File: config.mk
export PLATFORM = sky130hd
export DESIGN_NAME = axi_burst_adapter_wr
export DESIGN_NICKNAME = d
export VERILOG_FILES = /design/src/source/axi_wr_pkg.sv /design/src/source/axi_burst_adapter_wr.sv /design/src/source/burst_addr_gen.sv /design/src/source/resp_merge.sv /design/src/source/wdata_path.sv
export VERILOG_INCLUDE_DIRS = /design/src /design/src/source
export SDC_FILE = /design/constraint.sdc
export NUM_CORES = 1
export LEC_CHECK = 0
export BUFFER_PORTS_ARGS = -buffer_cell sky130_fd_sc_hd__buf_2
export CORE_MARGIN = 3
export CORE_UTILIZATION = 49
export CTS_CLUSTER_DIAMETER = 40
export DETAILED_ROUTE_END_ITERATION = 10
export PLACE_DENSITY = 0.88
export SYNTH_ARGS = -nofsm -noshare
export SYNTH_HDL_FRONTEND = slang
export SYNTH_SLANG_ARGS = --single-unit
export TNS_END_PERCENT = 10
File: constraint.sdc
create_clock -name clk -period 2.84 [get_ports clk]
set_input_delay 0.142 -clock clk [delete_from_list [all_inputs] [get_ports clk]]
set_output_delay 0.142 -clock clk [all_outputs]
set_load 0.05 [all_outputs]
File: src/source/axi_wr_settings.svh
`ifndef AXI_WR_SETTINGS_SVH
`define AXI_WR_SETTINGS_SVH

// ************************************************************
// bus widths
// ************************************************************

`define AXI_WR_ADDR_W 20 // byte address.
`define AXI_WR_DATA_W 16
`define AXI_WR_ID_W   4

// ************************************************************
// downstream limits
// ************************************************************

// single-beat writes that may wait for a response at once.
`define AXI_WR_MAX_OUT 4

`endif

File: src/source/axi_wr_pkg.sv
`include "axi_wr_settings.svh"

package axi_wr_pkg;

  // ************************************************************
  // width types
  // ************************************************************

  typedef logic [`AXI_WR_ADDR_W-1:0]   addr_t;
  typedef logic [`AXI_WR_DATA_W-1:0]   data_t;
  typedef logic [`AXI_WR_DATA_W/8-1:0] strb_t;
  typedef logic [`AXI_WR_ID_W-1:0]     id_t;

  typedef logic [7:0] len_t;      // beats minus one.
  typedef logic [2:0] size_t;     // log2 of bytes per beat.
  typedef logic [1:0] burst_t;
  typedef logic [1:0] resp_t;
  typedef logic [8:0] beat_cnt_t; // holds 256.

  localparam burst_t burst_fixed = 2'b00;
  localparam resp_t  resp_okay   = 2'b00;

  // ************************************************************
  // channel payloads
  // ************************************************************

  typedef struct packed {
    addr_t  addr;
    id_t    id;
    len_t   len;
    size_t  size;
    burst_t burst;
  } aw_t;

  typedef struct packed {
    data_t data;
    strb_t strb;
    logic  last;
  } w_t;

  typedef struct packed {
    id_t   id;
    resp_t resp;
  } b_t;

  // address sequencer states.
  typedef enum logic [1:0] {
    st_idle,
    st_issue,
    st_wait_resp
  } addr_state_t;

endpackage

File: src/source/axi_burst_adapter_wr.sv
`timescale 1ns/1ps

module axi_burst_adapter_wr (
  input  logic            clk,
  input  logic            rst_n,
  input  axi_wr_pkg::aw_t s_aw,
  input  logic            s_awvalid,
  output logic            s_awready,
  input  axi_wr_pkg::w_t  s_w,
  input  logic            s_wvalid,
  output logic            s_wready,
  output axi_wr_pkg::b_t  s_b,
  output logic            s_bvalid,
  input  logic            s_bready,
  output axi_wr_pkg::aw_t m_aw,
  output logic            m_awvalid,
  input  logic            m_awready,
  output axi_wr_pkg::w_t  m_w,
  output logic            m_wvalid,
  input  logic            m_wready,
  input  axi_wr_pkg::b_t  m_b,
  input  logic            m_bvalid,
  output logic            m_bready
);
  import axi_wr_pkg::*;

  logic      issue_pulse; // one per downstream address.
  logic      out_full;
  logic      burst_done;
  logic      start_valid;
  id_t       start_id;
  beat_cnt_t start_beats;

  burst_addr_gen u_addr_gen (
    .clk(clk), .rst_n(rst_n),
    .s_aw(s_aw), .s_awvalid(s_awvalid), .s_awready(s_awready),
    .m_aw(m_aw), .m_awvalid(m_awvalid), .m_awready(m_awready),
    .out_full(out_full), .burst_done(burst_done), .issue_pulse(issue_pulse),
    .start_valid(start_valid), .start_id(start_id), .start_beats(start_beats)
  );

  wdata_path u_wdata (
    .clk(clk), .rst_n(rst_n), .issue_pulse(issue_pulse),
    .s_w(s_w), .s_wvalid(s_wvalid), .s_wready(s_wready),
    .m_w(m_w), .m_wvalid(m_wvalid), .m_wready(m_wready)
  );

  resp_merge u_resp (
    .clk(clk), .rst_n(rst_n),
    .start_valid(start_valid), .start_id(start_id), .start_beats(start_beats),
    .issue_pulse(issue_pulse), .out_full(out_full),
    .m_b(m_b), .m_bvalid(m_bvalid), .m_bready(m_bready),
    .s_b(s_b), .s_bvalid(s_bvalid), .s_bready(s_bready),
    .burst_done(burst_done)
  );

endmodule

File: src/source/burst_addr_gen.sv
`timescale 1ns/1ps

module burst_addr_gen (
  input  logic                  clk,
  input  logic                  rst_n,
  input  axi_wr_pkg::aw_t       s_aw,
  input  logic                  s_awvalid,
  output logic                  s_awready,
  output axi_wr_pkg::aw_t       m_aw,
  output logic                  m_awvalid,
  input  logic                  m_awready,
  input  logic                  out_full,
  input  logic                  burst_done,
  output logic                  issue_pulse,
  output logic                  start_valid,
  output axi_wr_pkg::id_t       start_id,
  output axi_wr_pkg::beat_cnt_t start_beats
);
  import axi_wr_pkg::*;

  addr_state_t state_q;
  addr_state_t state_d;
  aw_t         burst_q;    // accepted burst.
  beat_cnt_t   issued_q;   // beats issued so far.
  addr_t       beat_offset;
  logic        aw_accept;
  logic        last_issue;

  assign s_awready = (state_q == st_idle);
  assign aw_accept = s_awvalid && s_awready;

  // out_full can only fall while a request waits, so valid stays up.
  assign m_awvalid   = (state_q == st_issue) && !out_full;
  assign issue_pulse = m_awvalid && m_awready;
  assign last_issue  = (issued_q == beat_cnt_t'(burst_q.len));

  assign start_valid = aw_accept;
  assign start_id    = s_aw.id;
  assign start_beats = beat_cnt_t'(s_aw.len) + beat_cnt_t'(1);

  // ************************************************************
  // beat address
  // ************************************************************

  always_comb begin
    if (burst_q.burst == burst_fixed) begin
      beat_offset = '0;
    end else begin
      beat_offset = addr_t'(issued_q) << burst_q.size; // incr step.
    end
    m_aw      = burst_q;
    m_aw.addr = burst_q.addr + beat_offset;
    m_aw.len  = '0; // one beat per request.
  end

  // ************************************************************
  // sequencer
  // ************************************************************

  always_comb begin
    state_d = state_q;
    case (state_q)
      st_idle: begin
        if (aw_accept) state_d = st_issue;
      end
      st_issue: begin
        if (issue_pulse && last_issue) state_d = st_wait_resp;
      end
      st_wait_resp: begin
        if (burst_done) state_d = st_idle; // merged response taken.
      end
      default: state_d = st_idle;
    endcase
  end

  always_ff @(posedge clk) begin
    if (!rst_n) begin
      state_q  <= st_idle;
      issued_q <= '0;
    end else begin
      state_q <= state_d;
      if (aw_accept) begin
        issued_q <= '0;
      end else if (issue_pulse) begin
        issued_q <= issued_q + beat_cnt_t'(1);
      end
    end
  end

  always_ff @(posedge clk) begin
    if (aw_accept) burst_q <= s_aw;
  end

endmodule

File: src/source/resp_merge.sv
`timescale 1ns/1ps

`include "axi_wr_settings.svh"

module resp_merge (
  input  logic                  clk,
  input  logic                  rst_n,
  input  logic                  start_valid,
  input  axi_wr_pkg::id_t       start_id,
  input  axi_wr_pkg::beat_cnt_t start_beats,
  input  logic                  issue_pulse,
  output logic                  out_full,
  input  axi_wr_pkg::b_t        m_b,
  input  logic                  m_bvalid,
  output logic                  m_bready,
  output axi_wr_pkg::b_t        s_b,
  output logic                  s_bvalid,
  input  logic                  s_bready,
  output logic                  burst_done
);
  import axi_wr_pkg::*;

  id_t       id_q;
  beat_cnt_t beats_q;  // responses expected.
  beat_cnt_t rcv_q;    // responses seen.
  beat_cnt_t out_q;    // beats waiting downstream.
  resp_t     worst_q;
  logic      b_fire;
  logic      final_resp;

  assign m_bready   = 1'b1;
  assign b_fire     = m_bvalid && m_bready;
  assign final_resp = b_fire && ((rcv_q + beat_cnt_t'(1)) == beats_q);
  assign out_full   = (out_q == beat_cnt_t'(`AXI_WR_MAX_OUT));
  assign burst_done = s_bvalid && s_bready;

  assign s_b = '{id: id_q, resp: worst_q};

  // ************************************************************
  // outstanding beats
  // ************************************************************

  always_ff @(posedge clk) begin
    if (!rst_n) begin
      out_q <= '0;
    end else begin
      case ({issue_pulse, b_fire})
        2'b10:   out_q <= out_q + beat_cnt_t'(1);
        2'b01:   out_q <= out_q - beat_cnt_t'(1);
        default: out_q <= out_q;
      endcase
    end
  end

  // ************************************************************
  // response collection
  // ************************************************************

  always_ff @(posedge clk) begin
    if (!rst_n) begin
      rcv_q    <= '0;
      s_bvalid <= 1'b0;
    end else begin
      if (start_valid) begin
        rcv_q <= '0;
      end else if (b_fire) begin
        rcv_q <= rcv_q + beat_cnt_t'(1);
      end
      if (final_resp) begin
        s_bvalid <= 1'b1;
      end else if (burst_done) begin
        s_bvalid <= 1'b0;
      end
    end
  end

  // higher codes are worse, so the merge keeps the maximum.
  always_ff @(posedge clk) begin
    if (start_valid) begin
      id_q    <= start_id;
      beats_q <= start_beats;
      worst_q <= resp_okay;
    end else if (b_fire && (m_b.resp > worst_q)) begin
      worst_q <= m_b.resp;
    end
  end

endmodule

File: src/source/wdata_path.sv
`timescale 1ns/1ps

module wdata_path (
  input  logic           clk,
  input  logic           rst_n,
  input  logic           issue_pulse,
  input  axi_wr_pkg::w_t s_w,
  input  logic           s_wvalid,
  output logic           s_wready,
  output axi_wr_pkg::w_t m_w,
  output logic           m_wvalid,
  input  logic           m_wready
);
  import axi_wr_pkg::*;

  beat_cnt_t credit_q; // addresses issued but not yet matched by a beat.
  logic      have_credit;
  logic      w_fire;

  assign have_credit = (credit_q != '0);

  // ************************************************************
  // beat forwarding
  // ************************************************************

  // a beat only passes once its address is on the bus.
  assign m_wvalid = s_wvalid && have_credit;
  assign s_wready = m_wready && have_credit;
  assign w_fire   = m_wvalid && m_wready;

  always_comb begin
    m_w      = s_w;
    m_w.last = 1'b1; // every downstream write is a single beat.
  end

  // ************************************************************
  // credit counter
  // ************************************************************

  // the count is bounded by the outstanding limit, since a response
  // never arrives before its data beat.
  always_ff @(posedge clk) begin
    if (!rst_n) begin
      credit_q <= '0;
    end else begin
      case ({issue_pulse, w_fire})
        2'b10: begin
          credit_q <= credit_q + beat_cnt_t'(1);
        end
        2'b01: begin
          credit_q <= credit_q - beat_cnt_t'(1);
        end
        default: begin
          credit_q <= credit_q; // none or both.
        end
      endcase
    end
  end

endmodule

# After elaboration in Yosys (flattened, before gate mapping)
# Cells that the tools add are included.
# classes
n_reduce_logical	19
add_sub_neg	8
mul	0
n_mux	9
n_eq_ne	12
n_div	0
n_lt_le_gt_ge	1
n_shift	1
bitwise	1
# ops
op	n
9-bit by 1-bit adder with 9-bit output (second input constant)	4
9-bit case mux with 2 select lines	2
20-bit adder	1
20-bit 2-to-1 mux	1
9-bit by 3-bit left shift with 20-bit output	1
9-bit by 1-bit subtractor with 9-bit output (second input constant)	2
1-bit logical AND	10
8-bit by 1-bit adder with 9-bit output (second input constant)	1
9-bit by 3-bit == test with 1-bit output (second input constant)	1
9-bit by 8-bit == test with 1-bit output	1
9-bit == test	1
9-bit nonzero test	1
2-bit by 1-bit == test with 1-bit output (second input constant)	3
2-bit == test (second input constant)	3
2-bit 2-to-1 mux	3
2-bit != test (second input constant)	3
2-bit case mux with 3 select lines	1
2-bit nonzero test	3
2-bit zero test	2
3-bit AND reduction	1
2-bit greater-than comparator	1
1-bit 2-to-1 mux	2
2-bit OR reduction	1
1-bit zero test	1
1-bit inverter	1
# word_totals
romBits	0
latchBits	0
mem_bits_rw	0
output_inout_bits	68
n_memories	0
ff_bits	87

# Depth between registers and ports, before layout
# logic_depth
ltp_word	7
ltp_mapped	13

# By module
# Synthesis repeated with hierarchy kept, for this count alone.
# hier_totals
hier_cells	622
area_unflattened_um2	6028.3
# modules_own_cells
mod	seq_area_each_um2	cells_each	instances	area_per_inst_um2
burst_addr_gen	1331.3	318	1	3225.6
resp_merge	810.8	196	1	1920.6
wdata_path	180.2	108	1	882.1

# Least setup slack after synthesis
# Ideal clock, no wire load.
# synth_path
kind	flip-flop to output port
from	register u_addr_gen.burst_q, in the netlist u_addr_gen.m_aw[2]
to	output port m_aw[33] in the netlist's numbering
stages_incl_launch_ff	14
n_path_buf	2
slack_ns	-0.718
required_time_ns	2.698
arrival_time_ns	3.416
path_cell_list	edfxtp_1 clkbuf_1 clkbuf_1 nor2_1 nand2_1 nor2_1 ha_1 fa_1 a211oi_2 nor2_1 o31a_4 a41oi_2 o311ai_2 xor2_1
# synth_lines
item	line	text
start, declared	burst_addr_gen.sv:23	aw_t burst_q;
start signal, assigned	burst_addr_gen.sv:91	if (aw_accept) burst_q <= s_aw;
end, declared	axi_burst_adapter_wr.sv:15	output axi_wr_pkg::aw_t m_aw,

==> summary.md <==
| Metric | Value |
|---|---|
| Fraction of layout cells with a size suffix above 1 | `32.5%` |
| Routed Antenna Nets | `0` |
| Worst Setup Path Type | `flip-flop to primary output` |
| Fin nets | `866` |
| Finished Layout Cells | `901` |
| Routed met3 length | `869 microns` |
| Worst EP arrival | `3.30 ns` |
| Relative slew slack | `50.9%` |
| Detailed Route WL | `14,900 microns` |
| Setup crit end kind | `primary output` |
| Outcome | `finished with violations` |
| Pwr Total | `3.72 mW` |
| Dpl hpwl | `10,200 microns` |
| CTS max path bufs | `2` |
| Routability cong. | `0.867` |
| Gate count after technology mapping | `585` |
| Register Area | `2200 sq um` |
| Synth area leaders | `edfxtp_1 24%, dfxtp_1 15%, ha_1 8.2%` |
| Switching power share of the total | `31.0%` |
| Worst hold margin | `0.0333 ns` |
| Die area | `12,800 sq um` |
| Clock network power share | `31.0%` |
| Mapped Avg Cell Area | `9.64 sq um` |
| Pre-CTS setup slack | `-0.338 ns` |
| Synth top area share | `24.5%` |
| Final Max Tran Viols | `0` |
| Mux share of post-synthesis cell area | `3.88%` |
| Dominant synthesized flop cell | `edfxtp_1` |
| Fmax | `0.291 GHz` |
| Dpl cell area | `6710 sq um` |
| Main combinational cell family by area after synthesis | `simple AND/OR/NAND/NOR gates` |
| Placed insts | `856` |
| Fill cell count | `788` |
| Flop pwr share | `39.7%` |
| List of most frequent post-synthesis cells | `59 x nor2_1, 46 x edfxtp_1, 41 x buf_4, 41 x dfxtp_1, 38 x xnor2_1` |
| Xor and xnor area share after synthesis | `10.9%` |
| Simple-Gate Fraction of Synth Area | `14.8%` |
| Net Sw Power | `1.15 mW` |
| Starting DRT DRC Count | `285` |
| Max-cap viol count | `0` |
| P&R area growth vs syn | `32.5%` |
| Clk slew on worst S/H paths | `0.06 ns` |
| Final worst path period share | `121%` |
| Fin util | `67.8%` |
| WL met1 | `5630 microns` |
| Boundary Pins | `138` |
| Residual DRC | `0` |
| EDFF count, synth | `46` |
| Initial antenna violation count | `0` |
| Worst Tran Pin Value | `0.737 ns` |
| GR Util All Layers | `23.5%` |
| Unrepaired setup endpoints after global routing | `true` |
| TritonCTS Buffers | `9` |
| Synth warn | `0` |
| Port Buffers | `86` |
| Crit path time final | `3.44 ns` |
| Cell Pwr Density | `498 nW/um^2` |
| Number of global-route vias before repair | `5,059` |
| Clk_lat worst skew | `0.35 ns` |
| Synth Area in Adders | `9.27%` |
| Cell with the most instances after synthesis | `nor2_1` |
| Setup bufs post-CTS | `0` |
| Compound-cell area share of the yosys netlist | `13.9%` |
| Fraction of registers with async set/reset | `0%` |
| Crit Path Max Fanout | `11` |
| Finished Cell Area | `7470 sq um` |
| Initial core utilization | `51.1%` |
| Failing checks | `setup timing` |
| P_leak | `3.24 nW` |
| Synth Register Bits | `87` |
| Top sig layer | `met4` |
| Combinational share of power | `29.3%` |
| Core area | `11,000 sq um` |
| Global route overflow | `0` |
| Pint | `2.57 mW` |
| Vias | `4,913` |
| Largest net degree at the start of global routing | `50` |
| Die width | `113 microns` |
| CTS root buffer | `clkbuf_16` |
| CTS tree | `yes` |
| Vias/cell | `5.45` |
| Endpoints failing setup | `17` |
| DRT Pass-1 Iters | `6` |
| First-pass GRT wire length | `23,900 microns` |
| Count of cell types in the netlist | `62` |
| Area occupied by multi-input gates | `3200 sq um` |
| Setup ws final | `-0.600 ns` |
| WL/cell | `16.6 microns` |
| Seq/Total Area, Yosys | `39.0%` |
| Final hold violations | `0` |
| Startpoint types | `flip-flop` |
| # diodes | `0` |
| Req. time, crit path | `2.70 ns` |
| Die Height | `113 microns` |
| Worst VDD drop | `0.396 mV` |
| Clock Skews | `0.00736 ns` |
| Min-Delay Path Class | `input pin to flip-flop` |
| WL met2 | `7980 microns` |
| Rows | `38` |
| Clock sink count | `87` |
| H-tree Lvls | `3` |
| Cell area after synthesis | `5640 sq um` |
| Cell taking the most area after synthesis | `edfxtp_1` |
| Setup TNS | `-7.20 ns` |
## kinds of logic after synthesis
group / after synthesis
other cells: 2
flops: 87
simple gates: 174
mux: 21
buf+inv: 79
compound gates: 112
xor+xnor: 70
fa+ha+maj: 40
## per-layer routing
metal	vias up	global-route usage, %
met2	184	44.0
met1	2313	25.2
li1	2367	-
met3	49	6.36
met4	0	8.17
met5	-	0
## power groups by stage
stage	Clock, mW	Sequential (mW)	Combinational [mW]
2_1_floorplan	0	1.51	0.712
4_1_cts	1.18	1.47	1.05
3_5_place_dp	0	1.50	0.991
5_1_grt	1.24	1.49	1.18
6_report	1.15	1.48	1.09
3_3_place_gp	0	1.49	0.944
## path summary, 6_finish.rpt
kind	from	end	slack, ns	cells after the start
worst max register to register	u_wdata.credit_q[3]	u_wdata.credit_q[8]	-0.10	11
worst max-delay path	u_addr_gen.m_aw[3]	m_aw[35]	-0.60	12
worst min-delay path	s_aw[12]	u_addr_gen.burst_q[12]	0.03	1
worst min register to register	u_wdata.credit_q[8]	u_wdata.credit_q[8]	0.51	2
## what timing repair did
item,in CTS,in global routing
endpoints found under the setup margin,18,25
endpoints found under the hold margin,29,0
gates resized for setup,30,18
gates cloned,0,0
pin swaps,2,2
hold buffers,29,0
## state kept, by name, indices dropped and copies added, names as in the netlist
| register | cells |
|---|---|
| u_addr_gen.issued_q | 9 |
| u_resp.worst_q | 2 |
| u_addr_gen.state_q | 2 |
| u_resp.out_q | 9 |
| u_resp.rcv_q | 9 |
| u_addr_gen.burst_q | 28 |
| u_wdata.credit_q | 9 |
| u_addr_gen.m_aw | 9 |
| u_resp.s_bvalid | 1 |
| u_resp.beats_q | 9 |
## cell usage in the layout (no fill, tap or decap), types with 11 or more instances in the layout
master         Yosys  routed
inv_1             15      15
dfxtp_1           41      41
dlygate4sd3_1      0      29
nand2_1           36      36
o21ai_0           26      23
nand4_1           11      11
xor2_1            32      30
and2_1            15      14
nor2_1            59      59
mux2i_1           14      14
xnor2_1           38      37
nand3_1           16      16
buf_4             41     112
edfxtp_1          46      46
ha_1              37      33
buf_2              4      69
a21oi_1           24      16
## critical path, stage by stage (launching register included)
cell,delay (ns)
edfxtp_1,0.45
buf_12,0.18
mux2i_1,0.20
o22a_1,0.21
nor2_1,0.06
ha_1,0.33
a211oi_2,0.24
nor2_1,0.09
o31a_4,0.32
a211o_4,0.34
o2111ai_2,0.19
xnor2_1,0.14
buf_4,0.21
## area by class of cell
cell class / count / area share (%)
Multi-Input combinational cell: 427 / 42.9
Sequential cell: 87 / 29.5
Timing Repair Buffer: 216 / 20.7
Clock buffer: 9 / 3.01
Tap cell: 140 / 2.34
Clock inverter: 7 / 0.837
Inverter: 15 / 0.753
Note: power is estimated with default switching activity, not from simulation.
